===== src/hdl/histo_defines.svh =====
`ifndef HISTO_DEFINES_SVH
`define HISTO_DEFINES_SVH

// raw tdc timestamp width
`define TS_WIDTH 12

// bin address width
`define BIN_BITS 6

// number of histogram bins
`define BIN_NUM 64

// counter width per bin
`define COUNT_WIDTH 8

// width of the rejected hit counter
`define MISS_WIDTH 16

`endif


===== src/hdl/histoPkg.sv =====
`default_nettype none

`include "histo_defines.svh"

package histoPkg;

    // raw hit timestamp from the tdc
    typedef logic [`TS_WIDTH-1:0] timestampT;

    // index of one histogram bin
    typedef logic [`BIN_BITS-1:0] binAddrT;

    // per bin count, unsigned
    // saturates at its maximum instead of wrapping
    typedef logic [`COUNT_WIDTH-1:0] countT;

    // hits that fell outside the window
    typedef logic [`MISS_WIDTH-1:0] missCountT;

endpackage

`default_nettype wire


===== src/hdl/tdcBinner.sv =====
`timescale 1ns/100ps
`default_nettype none

`include "histo_defines.svh"

module tdcBinner (
    input  logic                  clk,
    input  logic                  res,
    // arms hit capture
    input  logic                  acquire,
    // one cycle hit strobe
    input  logic                  hitValid,
    input  histoPkg::timestampT   timestamp,
    // start of the window, held while acquiring
    input  histoPkg::timestampT   winOffset,
    output logic                  binValid,
    output histoPkg::binAddrT     binAddr,
    output histoPkg::missCountT   missCount
);

    // hit accepted for binning at all
    logic                armed;
    // distance from the window start, unsigned
    histoPkg::timestampT delta;
    // delta falls inside the bin range
    logic                inWindow;
    // miss counter already at its limit
    logic                missFull;

    assign armed = hitValid & acquire;

    // wraps for timestamps below the offset
    // so those land far out of range
    assign delta = timestamp - winOffset;

    assign inWindow = (delta < `TS_WIDTH'(`BIN_NUM));

    assign missFull = (missCount == '1);

    // bin strobe, one cycle after the hit
    always_ff @(posedge clk or negedge res) begin
        if (!res) begin
            binValid <= 1'b0;
        end else begin
            binValid <= armed & inWindow;
        end
    end

    // bin address only loads on a good hit
    always_ff @(posedge clk) begin
        if (armed && inWindow) begin
            // low bits are the bin index
            binAddr <= delta[`BIN_BITS-1:0];
        end
    end

    // out of window hits while armed
    // dropped hits with acquire low are not counted
    always_ff @(posedge clk or negedge res) begin
        if (!res) begin
            missCount <= '0;
        end else if (armed && !inWindow && !missFull) begin
            missCount <= missCount + 1'b1;
        end
    end

endmodule

`default_nettype wire


===== src/hdl/histRam.sv =====
`timescale 1ns/100ps
`default_nettype none

`include "histo_defines.svh"

module histRam (
    input  logic              clk,
    // write port
    input  logic              wrEn,
    input  histoPkg::binAddrT wrAddr,
    input  histoPkg::countT   wrData,
    // read port, data one cycle after rdEn
    input  logic              rdEn,
    input  histoPkg::binAddrT rdAddr,
    output histoPkg::countT   rdData
);

    // one counter per bin
    // contents undefined until the first clear
    histoPkg::countT mem [`BIN_NUM];

    // write side
    always_ff @(posedge clk) begin
        if (wrEn) begin
            mem[wrAddr] <= wrData;
        end
    end

    // registered read
    // same address as a write in this cycle gives the old word
    always_ff @(posedge clk) begin
        if (rdEn) begin
            rdData <= mem[rdAddr];
        end
    end

endmodule

`default_nettype wire


===== src/hdl/histBuilder.sv =====
`timescale 1ns/100ps
`default_nettype none

`include "histo_defines.svh"

module histBuilder (
    input  logic              clk,
    input  logic              res,
    // bin updates from the binner
    input  logic              binValid,
    input  histoPkg::binAddrT binAddr,
    // clear sweep control
    input  logic              clearStart,
    output logic              clearBusy,
    // host single bin read
    input  logic              hostRdEn,
    input  histoPkg::binAddrT hostRdAddr,
    output histoPkg::countT   hostRdData,
    output logic              hostRdValid,
    // memory write port
    output logic              memWrEn,
    output histoPkg::binAddrT memWrAddr,
    output histoPkg::countT   memWrData,
    // memory read port
    output logic              memRdEn,
    output histoPkg::binAddrT memRdAddr,
    input  histoPkg::countT   memRdData
);

    typedef enum logic {
        Idle,
        Clear
    } stateT;

    stateT             state;
    // next bin the sweep zeroes
    histoPkg::binAddrT clrAddr;

    // accepted requests this cycle
    logic              updAccept;
    logic              hostAccept;

    // stage 1, read in flight
    logic              s1Valid;
    // tag, high for a host read
    logic              s1Host;
    histoPkg::binAddrT s1Addr;

    // stage 2, incremented value waiting for the write
    logic              s2Valid;
    histoPkg::binAddrT s2Addr;
    histoPkg::countT   s2Data;

    // stage 3, copy of the write done at the last edge
    logic              s3Valid;
    histoPkg::binAddrT s3Addr;
    histoPkg::countT   s3Data;

    // bin value after forwarding
    histoPkg::countT   curData;
    // curData plus one, held at the maximum
    histoPkg::countT   incData;

    assign clearBusy = (state == Clear);

    // updates win the read port over the host
    assign updAccept  = binValid & ~clearBusy;
    assign hostAccept = hostRdEn & ~binValid & ~clearBusy;

    // read issued in the cycle the request is taken
    assign memRdEn   = updAccept | hostAccept;
    assign memRdAddr = updAccept ? binAddr : hostRdAddr;

    // sweep owns the write port while clearing
    // in-flight updates get zeroed by the sweep anyway
    assign memWrEn   = clearBusy | s2Valid;
    assign memWrAddr = clearBusy ? clrAddr : s2Addr;
    assign memWrData = clearBusy ? '0 : s2Data;

    // clear FSM
    always_ff @(posedge clk or negedge res) begin
        if (!res) begin
            state   <= Idle;
            clrAddr <= '0;
        end else begin
            case (state)
                Idle: begin
                    clrAddr <= '0;
                    if (clearStart) begin
                        state <= Clear;
                    end
                end
                Clear: begin
                    clrAddr <= clrAddr + 1'b1;
                    // last bin written on this edge
                    if (clrAddr == `BIN_BITS'(`BIN_NUM - 1)) begin
                        state <= Idle;
                    end
                end
                default: begin
                    state <= Idle;
                end
            endcase
        end
    end

    // forwarding of writes the memory read missed
    // stage 2 is newer so it takes priority
    always_comb begin
        curData = memRdData;
        if (s2Valid && (s2Addr == s1Addr)) begin
            curData = s2Data;
        end else if (s3Valid && (s3Addr == s1Addr)) begin
            curData = s3Data;
        end
    end

    // saturating increment
    assign incData = (curData == '1) ? curData : curData + 1'b1;

    // pipeline valids and tags
    always_ff @(posedge clk or negedge res) begin
        if (!res) begin
            s1Valid     <= 1'b0;
            s1Host      <= 1'b0;
            s2Valid     <= 1'b0;
            s3Valid     <= 1'b0;
            hostRdValid <= 1'b0;
        end else begin
            s1Valid     <= memRdEn;
            s1Host      <= hostAccept;
            s2Valid     <= s1Valid & ~s1Host;
            s3Valid     <= memWrEn;
            hostRdValid <= s1Valid & s1Host;
        end
    end

    // pipeline addresses and data
    always_ff @(posedge clk) begin
        s1Addr <= memRdAddr;
        s2Addr <= s1Addr;
        s2Data <= incData;
        s3Addr <= memWrAddr;
        s3Data <= memWrData;
        // host gets the plain bin value
        if (s1Valid && s1Host) begin
            hostRdData <= curData;
        end
    end

endmodule

`default_nettype wire


===== src/hdl/histoTop.sv =====
`timescale 1ns/100ps
`default_nettype none

module histoTop (
    input  logic                clk,
    input  logic                res,
    // hit input side
    input  logic                acquire,
    input  logic                hitValid,
    input  histoPkg::timestampT timestamp,
    input  histoPkg::timestampT winOffset,
    // clear control
    input  logic                clearStart,
    output logic                clearBusy,
    // host read side
    input  logic                hostRdEn,
    input  histoPkg::binAddrT   hostRdAddr,
    output histoPkg::countT     hostRdData,
    output logic                hostRdValid,
    // rejected hit count
    output histoPkg::missCountT missCount
);

    // binner to builder
    logic              binValid;
    histoPkg::binAddrT binAddr;

    // builder to memory
    logic              memWrEn;
    histoPkg::binAddrT memWrAddr;
    histoPkg::countT   memWrData;
    logic              memRdEn;
    histoPkg::binAddrT memRdAddr;
    histoPkg::countT   memRdData;

    // window check and bin mapping
    tdcBinner binner (
        .clk       (clk),
        .res       (res),
        .acquire   (acquire),
        .hitValid  (hitValid),
        .timestamp (timestamp),
        .winOffset (winOffset),
        .binValid  (binValid),
        .binAddr   (binAddr),
        .missCount (missCount)
    );

    // bin counters
    histRam ram (
        .clk    (clk),
        .wrEn   (memWrEn),
        .wrAddr (memWrAddr),
        .wrData (memWrData),
        .rdEn   (memRdEn),
        .rdAddr (memRdAddr),
        .rdData (memRdData)
    );

    // read-modify-write engine
    histBuilder builder (
        .clk         (clk),
        .res         (res),
        .binValid    (binValid),
        .binAddr     (binAddr),
        .clearStart  (clearStart),
        .clearBusy   (clearBusy),
        .hostRdEn    (hostRdEn),
        .hostRdAddr  (hostRdAddr),
        .hostRdData  (hostRdData),
        .hostRdValid (hostRdValid),
        .memWrEn     (memWrEn),
        .memWrAddr   (memWrAddr),
        .memWrData   (memWrData),
        .memRdEn     (memRdEn),
        .memRdAddr   (memRdAddr),
        .memRdData   (memRdData)
    );

endmodule

`default_nettype wire


===== config.mk =====
export PLATFORM = sky130hd
export DESIGN_NAME = histoTop
export DESIGN_NICKNAME = d
export VERILOG_FILES = /design/src/hdl/histoPkg.sv /design/src/hdl/tdcBinner.sv /design/src/hdl/histRam.sv /design/src/hdl/histBuilder.sv /design/src/hdl/histoTop.sv
export VERILOG_INCLUDE_DIRS = /design/src /design/src/hdl
export SDC_FILE = /design/constraint.sdc
export NUM_CORES = 1
export LEC_CHECK = 0
export CAP_MARGIN = 0
export CORE_ASPECT_RATIO = 0.7
export CORE_MARGIN = 2
export CORE_UTILIZATION = 50
export CTS_BUF_LIST = sky130_fd_sc_hd__clkbuf_8 sky130_fd_sc_hd__clkbuf_16
export DETAILED_ROUTE_END_ITERATION = 10
export DONT_BUFFER_PORTS = 1
export PLACE_DENSITY_LB_ADDON = 0.2
export SLEW_MARGIN = 20
export SYNTH_ARGS = -nofsm -noshare
export SYNTH_HDL_FRONTEND = slang
export SYNTH_SLANG_ARGS = --single-unit

===== constraint.sdc =====
create_clock -name clk -period 6.4 [get_ports clk]
set_clock_uncertainty 0.2 [all_clocks]
set_input_delay 0.64 -clock clk [delete_from_list [all_inputs] [get_ports clk]]
set_output_delay 0.64 -clock clk [all_outputs]
set_load 0.02 [all_outputs]

# [Word-level counts from Yosys, hierarchy flattened]
# Memory sizes are Yosys's and may differ from the RTL's. A register that Yosys moved wholly into a read port is not among the register bits.
# Cells that the tools add are included.
[classes] n_addsub=4 n_lt_le_gt_ge=1 eq_ne=5 mux=12 bitwise_logic=12 reduce_logical=8
[op_table] op="8-bit two-way mux" n=4
[op_table] op="16-bit by 1-bit adder with 16-bit output (second input constant)" n=1
[op_table] op="16-bit == test (second input constant)" n=1
[op_table] op="6-bit == test" n=2
[op_table] op="12-bit by 7-bit less-than comparator with 1-bit output (second input constant)" n=1
[op_table] op="6-bit two-way mux" n=2
[op_table] op="6-bit case mux with 2 select lines" n=1
[op_table] op="12-bit subtractor" n=1
[op_table] op="8-bit by 1-bit adder with 8-bit output (second input constant)" n=1
[op_table] op="8-bit == test (second input constant)" n=1
[op_table] op="1-bit AND" n=7
[op_table] op="6-bit by 1-bit adder with 6-bit output (second input constant)" n=1
[op_table] op="6-bit == test (second input constant)" n=1
[op_table] op="1-bit logical AND" n=6
[op_table] op="1-bit two-way mux" n=4
[op_table] op="1-bit NOT" n=3
[op_table] op="1-bit logical NOT" n=2
[op_table] op="1-bit OR" n=2
[op_table] op="1-bit case mux with 2 select lines" n=1
[word_totals] reg_bits=77 mem_bits_rw=512 in_bits=36 n_memories=1
[memory_table] memory="ram.mem" words=64 width=8 rd=1 rd_ports_with_merged_regs=1 wr=1 line_no="histRam.sv:20" source="histoPkg::countT mem [`BIN_NUM];"

# [Depth between registers and ports, before layout]
[depth] ltp_word=6 ltp_mapped=14

# [Cells and area by module]
# From an unflattened synthesis, not the netlist that was laid out.
[hier_totals] cells_unflattened=1289 hier_area_um2=24029.3
[modules_own_cells] mod="histRam" instances=1 cells_per_inst=940 area_each_um2=20246.9 seq_area_each_um2=15615.0
[modules_own_cells] mod="histBuilder" instances=1 cells_per_inst=185 area_each_um2=2188.3 seq_area_each_um2=1221.2
[modules_own_cells] mod="tdcBinner" instances=1 cells_per_inst=164 area_each_um2=1594.0 seq_area_each_um2=605.6

# [Least setup slack after synthesis]
# Ideal clock, no wire load.
[synth_path] path_type="input to register" startpoint="input timestamp[0]" endpoint="register binner.binAddr[0] (enable)" arrival_time_ps=3289 path_slack_ps=2555 path_stages=13 path_buffers=2 cell_sequence="inv_1 > ha_1 > inv_1 > fa_1 > a21o_1 > nand4_1 > nand3_1 > a2111oi_0 > a31oi_1 > or4b_1 > clkbuf_1 > buf_2 > nor2_1"
[synth_via] elab_chain_cells=3
[synth_rtl] item="start, declared" line_no="histoTop.sv:10" source="input histoPkg::timestampT timestamp,"
[synth_rtl] item="12-bit subtractor" line_no="tdcBinner.sv:34" source="assign delta = timestamp - winOffset;"
[synth_rtl] item="12-bit by 7-bit less-than comparator with 1-bit output" line_no="tdcBinner.sv:36" source="assign inWindow = (delta < `TS_WIDTH'(`BIN_NUM));"
[synth_rtl] item="1-bit logical AND" line_no="tdcBinner.sv:51" source="if (armed && inWindow) begin"
[synth_rtl] item="end signal, assigned" line_no="tdcBinner.sv:53" source="binAddr <= delta[`BIN_BITS-1:0];"
[synth_rtl] item="end, declared" line_no="tdcBinner.sv:17" source="output histoPkg::binAddrT binAddr,"
# No other way between the ends.
# A chain may end at the register's enable or synchronous reset.

# [Worst setup path after layout]
[layout_path] startpoint="register builder.state (netlist: builder.clearBusy)" endpoint="register ram.rdData[5] (read register of ram.mem) (data pin)"
[layout_via] elab_chain_cells=3
[layout_rtl] item="start, declared" line_no="histBuilder.sv:35" source="stateT state;"
[layout_rtl] item="start signal, assigned" line_no="histBuilder.sv:83" source="state <= Idle;"
[layout_rtl] item="start signal, assigned" line_no="histBuilder.sv:90" source="state <= Clear;"
[layout_rtl] item="start signal, assigned" line_no="histBuilder.sv:97" source="state <= Idle;"
[layout_rtl] item="1-bit NOT *" line_no="histBuilder.sv:67, histBuilder.sv:68"
[layout_rtl] item="1-bit AND, on equally long branches" line_no="histBuilder.sv:67, histBuilder.sv:68"
[layout_rtl] item="6-bit two-way mux or 1-bit OR (tied branches)" line_no="histBuilder.sv:72, histBuilder.sv:71"
[layout_rtl] item="end, declared" line_no="histRam.sv:15" source="output histoPkg::countT rdData"
# Mark *: on every way between the ends. The rest lies on a longest branch, timed or not.

==> results by group <==
Placed design
  – IO Port Bufs: 0
  – Hpwl dp: 34.72 mm
  – Placed Instance Area: 25,150 um^2
  – Final GP Congestion: 0.8738

Finish
  – Area taken by flip-flops and latches: 17,440 um^2
  – Fillers: 3,909
  – Area of the multi-input gates: 6581 um^2
  – Final #Nets: 1,919
  – Layout cell share with drive strength beyond 1: 6.911%
  – Fin area: 26,790 um^2
  – Synth-to-Final Area Change: 9.034%

Yosys
  – Area leader, netlist: edfxtp_1
  – Synthesized flop and latch total: 597
  – Yosys cell types: 60
  – Async set-reset flop share out of synthesis: 4.858%
  – Syn Area/Cell: 12.97 um^2
  – Synth Instances: 1,895
  – Top cells by area, synth: edfxtp_1, nand2_1, nand3_1
  – Synth warn: 0
  – Part of the Yosys area used for sequential elements: 70.99%
  – Number of enable flip-flop cells after synthesis: 534
  – Synth Flop Type: edfxtp_1
  – Syn nets: 1,946
  – Post-synthesis cell area: 24,570 um^2
  – Area fraction of the dominant cell type after synthesis: 65.26%

Detailed routing
  – First-pass detailed-route iteration total: 5
  – Drt wl/cell: 22.96 um
  – ANT nets after route: 0
  – Avg Vias per Cell: 5.885
  – # DRC: 0
  – Via count: 15.10k
  – DRT Wirelength: 58.91 mm
  – Initial DRC count: 1,643

Flow run
  – Max-Cap Viols: 0

Global route
  – Largest net degree at the start of global routing: 177
  – Initial antenna violation count: 2
  – First-pass GRT wire length: 88.40 mm
  – Grt peak-use layer: met1
  – GR Layer Usage met3: 6.334%
  – GRT overflow: 0
  – Gr usage total: 23.30%
  – Number of global-route vias before repair: 14.34k
  – Met1 GRT Util: 35.15%
  – Met2 usage: 33.23%

Timing
  – RSZ-0062 raised after global routing: false
  – Slew Viols, Final: 0
  – Relative slew slack: 29.11%
  – Worst Max-Slew Pin Slew: 1056 ps
  – Highest clock rate: 217.8 MHz
  – Setup Viol. Count Final: 0
  – Tcrit/Tclk final: 71.75%
  – Crit path time final: 4592 ps
  – TNS Setup: 0 ps
  – Final hold violations: 0

Worst setup path
  – Critical path required time: 6660 ps
  – CP max stage delay: 870 ps
  – Crit-path max FO: 48
  – Worst-path cell chain: nand2b_1 -> mux2i_4 -> clkinv_2 -> buf_4 -> buf_4 -> a311oi_1 -> a311oi_1 -> a311oi_1 -> or3_1
  – WS Path Type: register to register
  – Critical path's most frequent cell: a311oi_1
  – Max stage delay cell, worst path: a311oi_1
  – Nature of the critical path endpoint: register
  – Startpoint types: register
  – CP startpoint: builder.clearBusy
  – R2R Path Start: builder.clearBusy
  – CP arrival: 4850 ps

Clocking
  – CTS root buf: clkbuf_16
  – Clock latency on the worst-skew pair: 600 ps
  – Clk pin slew, worst setup/hold paths: 60 ps
  – # H-tree levels: 2
  – TritonCTS sink count: 597
  – CTS buffer count: 53
  – Post-CTS Setup Inserts: 0
  – CTS tree: yes
  – CTS max path bufs: 3

Run status
  – Outcome: finished, final reports clean

Power and ir drop
  – Leak: 9.486 nW
  – Worst vdd ir: 211.9 uV
  – Power Density: 331.6 nW/um^2

Min path
  – Hold Crit Class: primary input to register
  – Hold Crit Start: hostRdEn

Floorplan
  – Core ar.: 48,200 um^2
  – # IOs: 62
  – Die Area: 50,960 um^2
  – Die height: 189.5 um
  – Starting Density: 50.97%
  – Horiz. Die Dim: 269.0 um
  – # rows: 67
[routing by layer]
metal	wire [um]	share of wire [%]
met2	25210	43
met1	26140	44
met4	1509	2.6
met3	6053	10
met5	0	0
[layout by cell type, fill, tap and decap left out, types with 4 or more instances in the layout]
cell type and instances:
and3_1 64, o21ai_0 10, mux4_2 8, dfxtp_1 34, xor2_1 5, clkbuf_8 7, and2_1 6, clkinv_2 7
ha_1 14, dfrtp_1 29, mux2_2 5, nand3_1 175, o32ai_1 7, xnor2_1 33, o31ai_1 8, edfxtp_1 534
or3_1 9, a311oi_1 94, nor3_1 17, nor2b_4 8, clkbuf_16 53, nand2_1 491, a21oi_1 13, mux2i_4 4
nor2b_1 6, nor2_1 90, clkinv_1 14, nand4_1 10, buf_4 21, inv_1 39, mux2i_1 44
[power breakdown]
group	internal, mW	total (mW)	leakage [nW]	switching [mW]
Sequential	4.61	4.76	5.47	0.147
Clock	1.62	2.99	0.850	1.37
Combinational	0.292	1.14	3.16	0.848
[kinds of logic (layout without fill, tap and decap cells)]
family	count (synthesis)	after routing	synth area share (%)
and+or+nand+nor	891	891	15.88
DFF	597	597	70.99
AOI/OAI and AO/OA	157	157	5.332
buffers and inverters	135	150	2.541
muxes	62	62	3.111
xor gates and xnor gates	38	38	1.355
adders and majority gates	15	15	0.7944
other	0	1	0
[path summary, 6_finish.rpt]
| kind | slack [ps] | endpoint | cells after the start |
|---|---|---|---|
| worst max-delay path | 1810 | ram.rdData[5] | 9 |
| worst min-delay path | 30 | builder.s1Host | 1 |
| worst max register to register | 1810 | ram.rdData[5] | 9 |
| worst min register to register | 190 | builder.s2Addr[4] | 0 |
| max in group asynchronous | 5490 | builder.clrAddr[0] | 2 |
| min in group asynchronous | 320 | binner.missCount[12] | 2 |
[stage by stage]
step                utilization, %  power, mW  setup WS [ps]  instances  hold WS [ps]
floorplan                        -      5.527           2555       1895         144.4
global placement             52.18      5.935           2094       2466         145.0
detailed placement           52.18      5.962           2028       2466         144.9
CTS                          55.57      8.903           2027       2565         12.28
global route                 55.57      9.190           1690       2565         10.47
finish                       55.58      8.884           1808       2566         29.44
[worst max-delay path, delay by kind of cell (launching register included)]
kind | cells | cell delay, ps
and+or+nand+nor | 2 | 730
AOI/OAI and AO/OA | 3 | 1230
muxes | 1 | 350
DFF | 1 | 350
buffers and inverters | 3 | 1550
[Yosys cell counts (14+ instances only)]
cell	count
nand3_1	175
nand2_1	491
edfxtp_1	534
and3_1	64
clkbuf_1	42
dfrtp_1	29
mux2i_1	44
a311oi_1	94
ha_1	14
buf_2	46
nor2b_1	14
xnor2_1	33
nor3_1	17
nor2_1	90
dfxtp_1	34
inv_1	24
[state kept, by name, indices dropped and copies added (netlist names)]
signal,flops
builder.s1Host,1
builder.clrAddr,6
builder.s3Addr,6
builder.s3Data,8
binner.missCount,16
builder.hostRdValid,1
binner.binAddr,6
ram.rdData,8
binner.binValid,1
builder.s2Data,8
builder.s1Valid,1
builder.s3Valid,1
builder.s2Addr,6
builder.clearBusy,1
builder.s2Valid,1
builder.hostRdData,8
ram.mem,512
builder.s1Addr,6
[final cells by class]
type                    count  share of cell area [%]
diodes                      1                0.009341
clock buffers              60                   5.310
clock inverters            37                  0.6819
inverters                  28                  0.4157
multi-input cells        1163                   24.57
flip-flops and latches    597                   65.11
well taps                 655                   3.059
repair buffers             25                  0.8500
[repair_timing]
action                                  CTS  global route
endpoints found under the setup margin    0             0
gates resized for setup                   0             0
endpoints found under the hold margin    29             0
hold buffers                              2             0
Note: power is estimated with default switching activity, not from simulation.
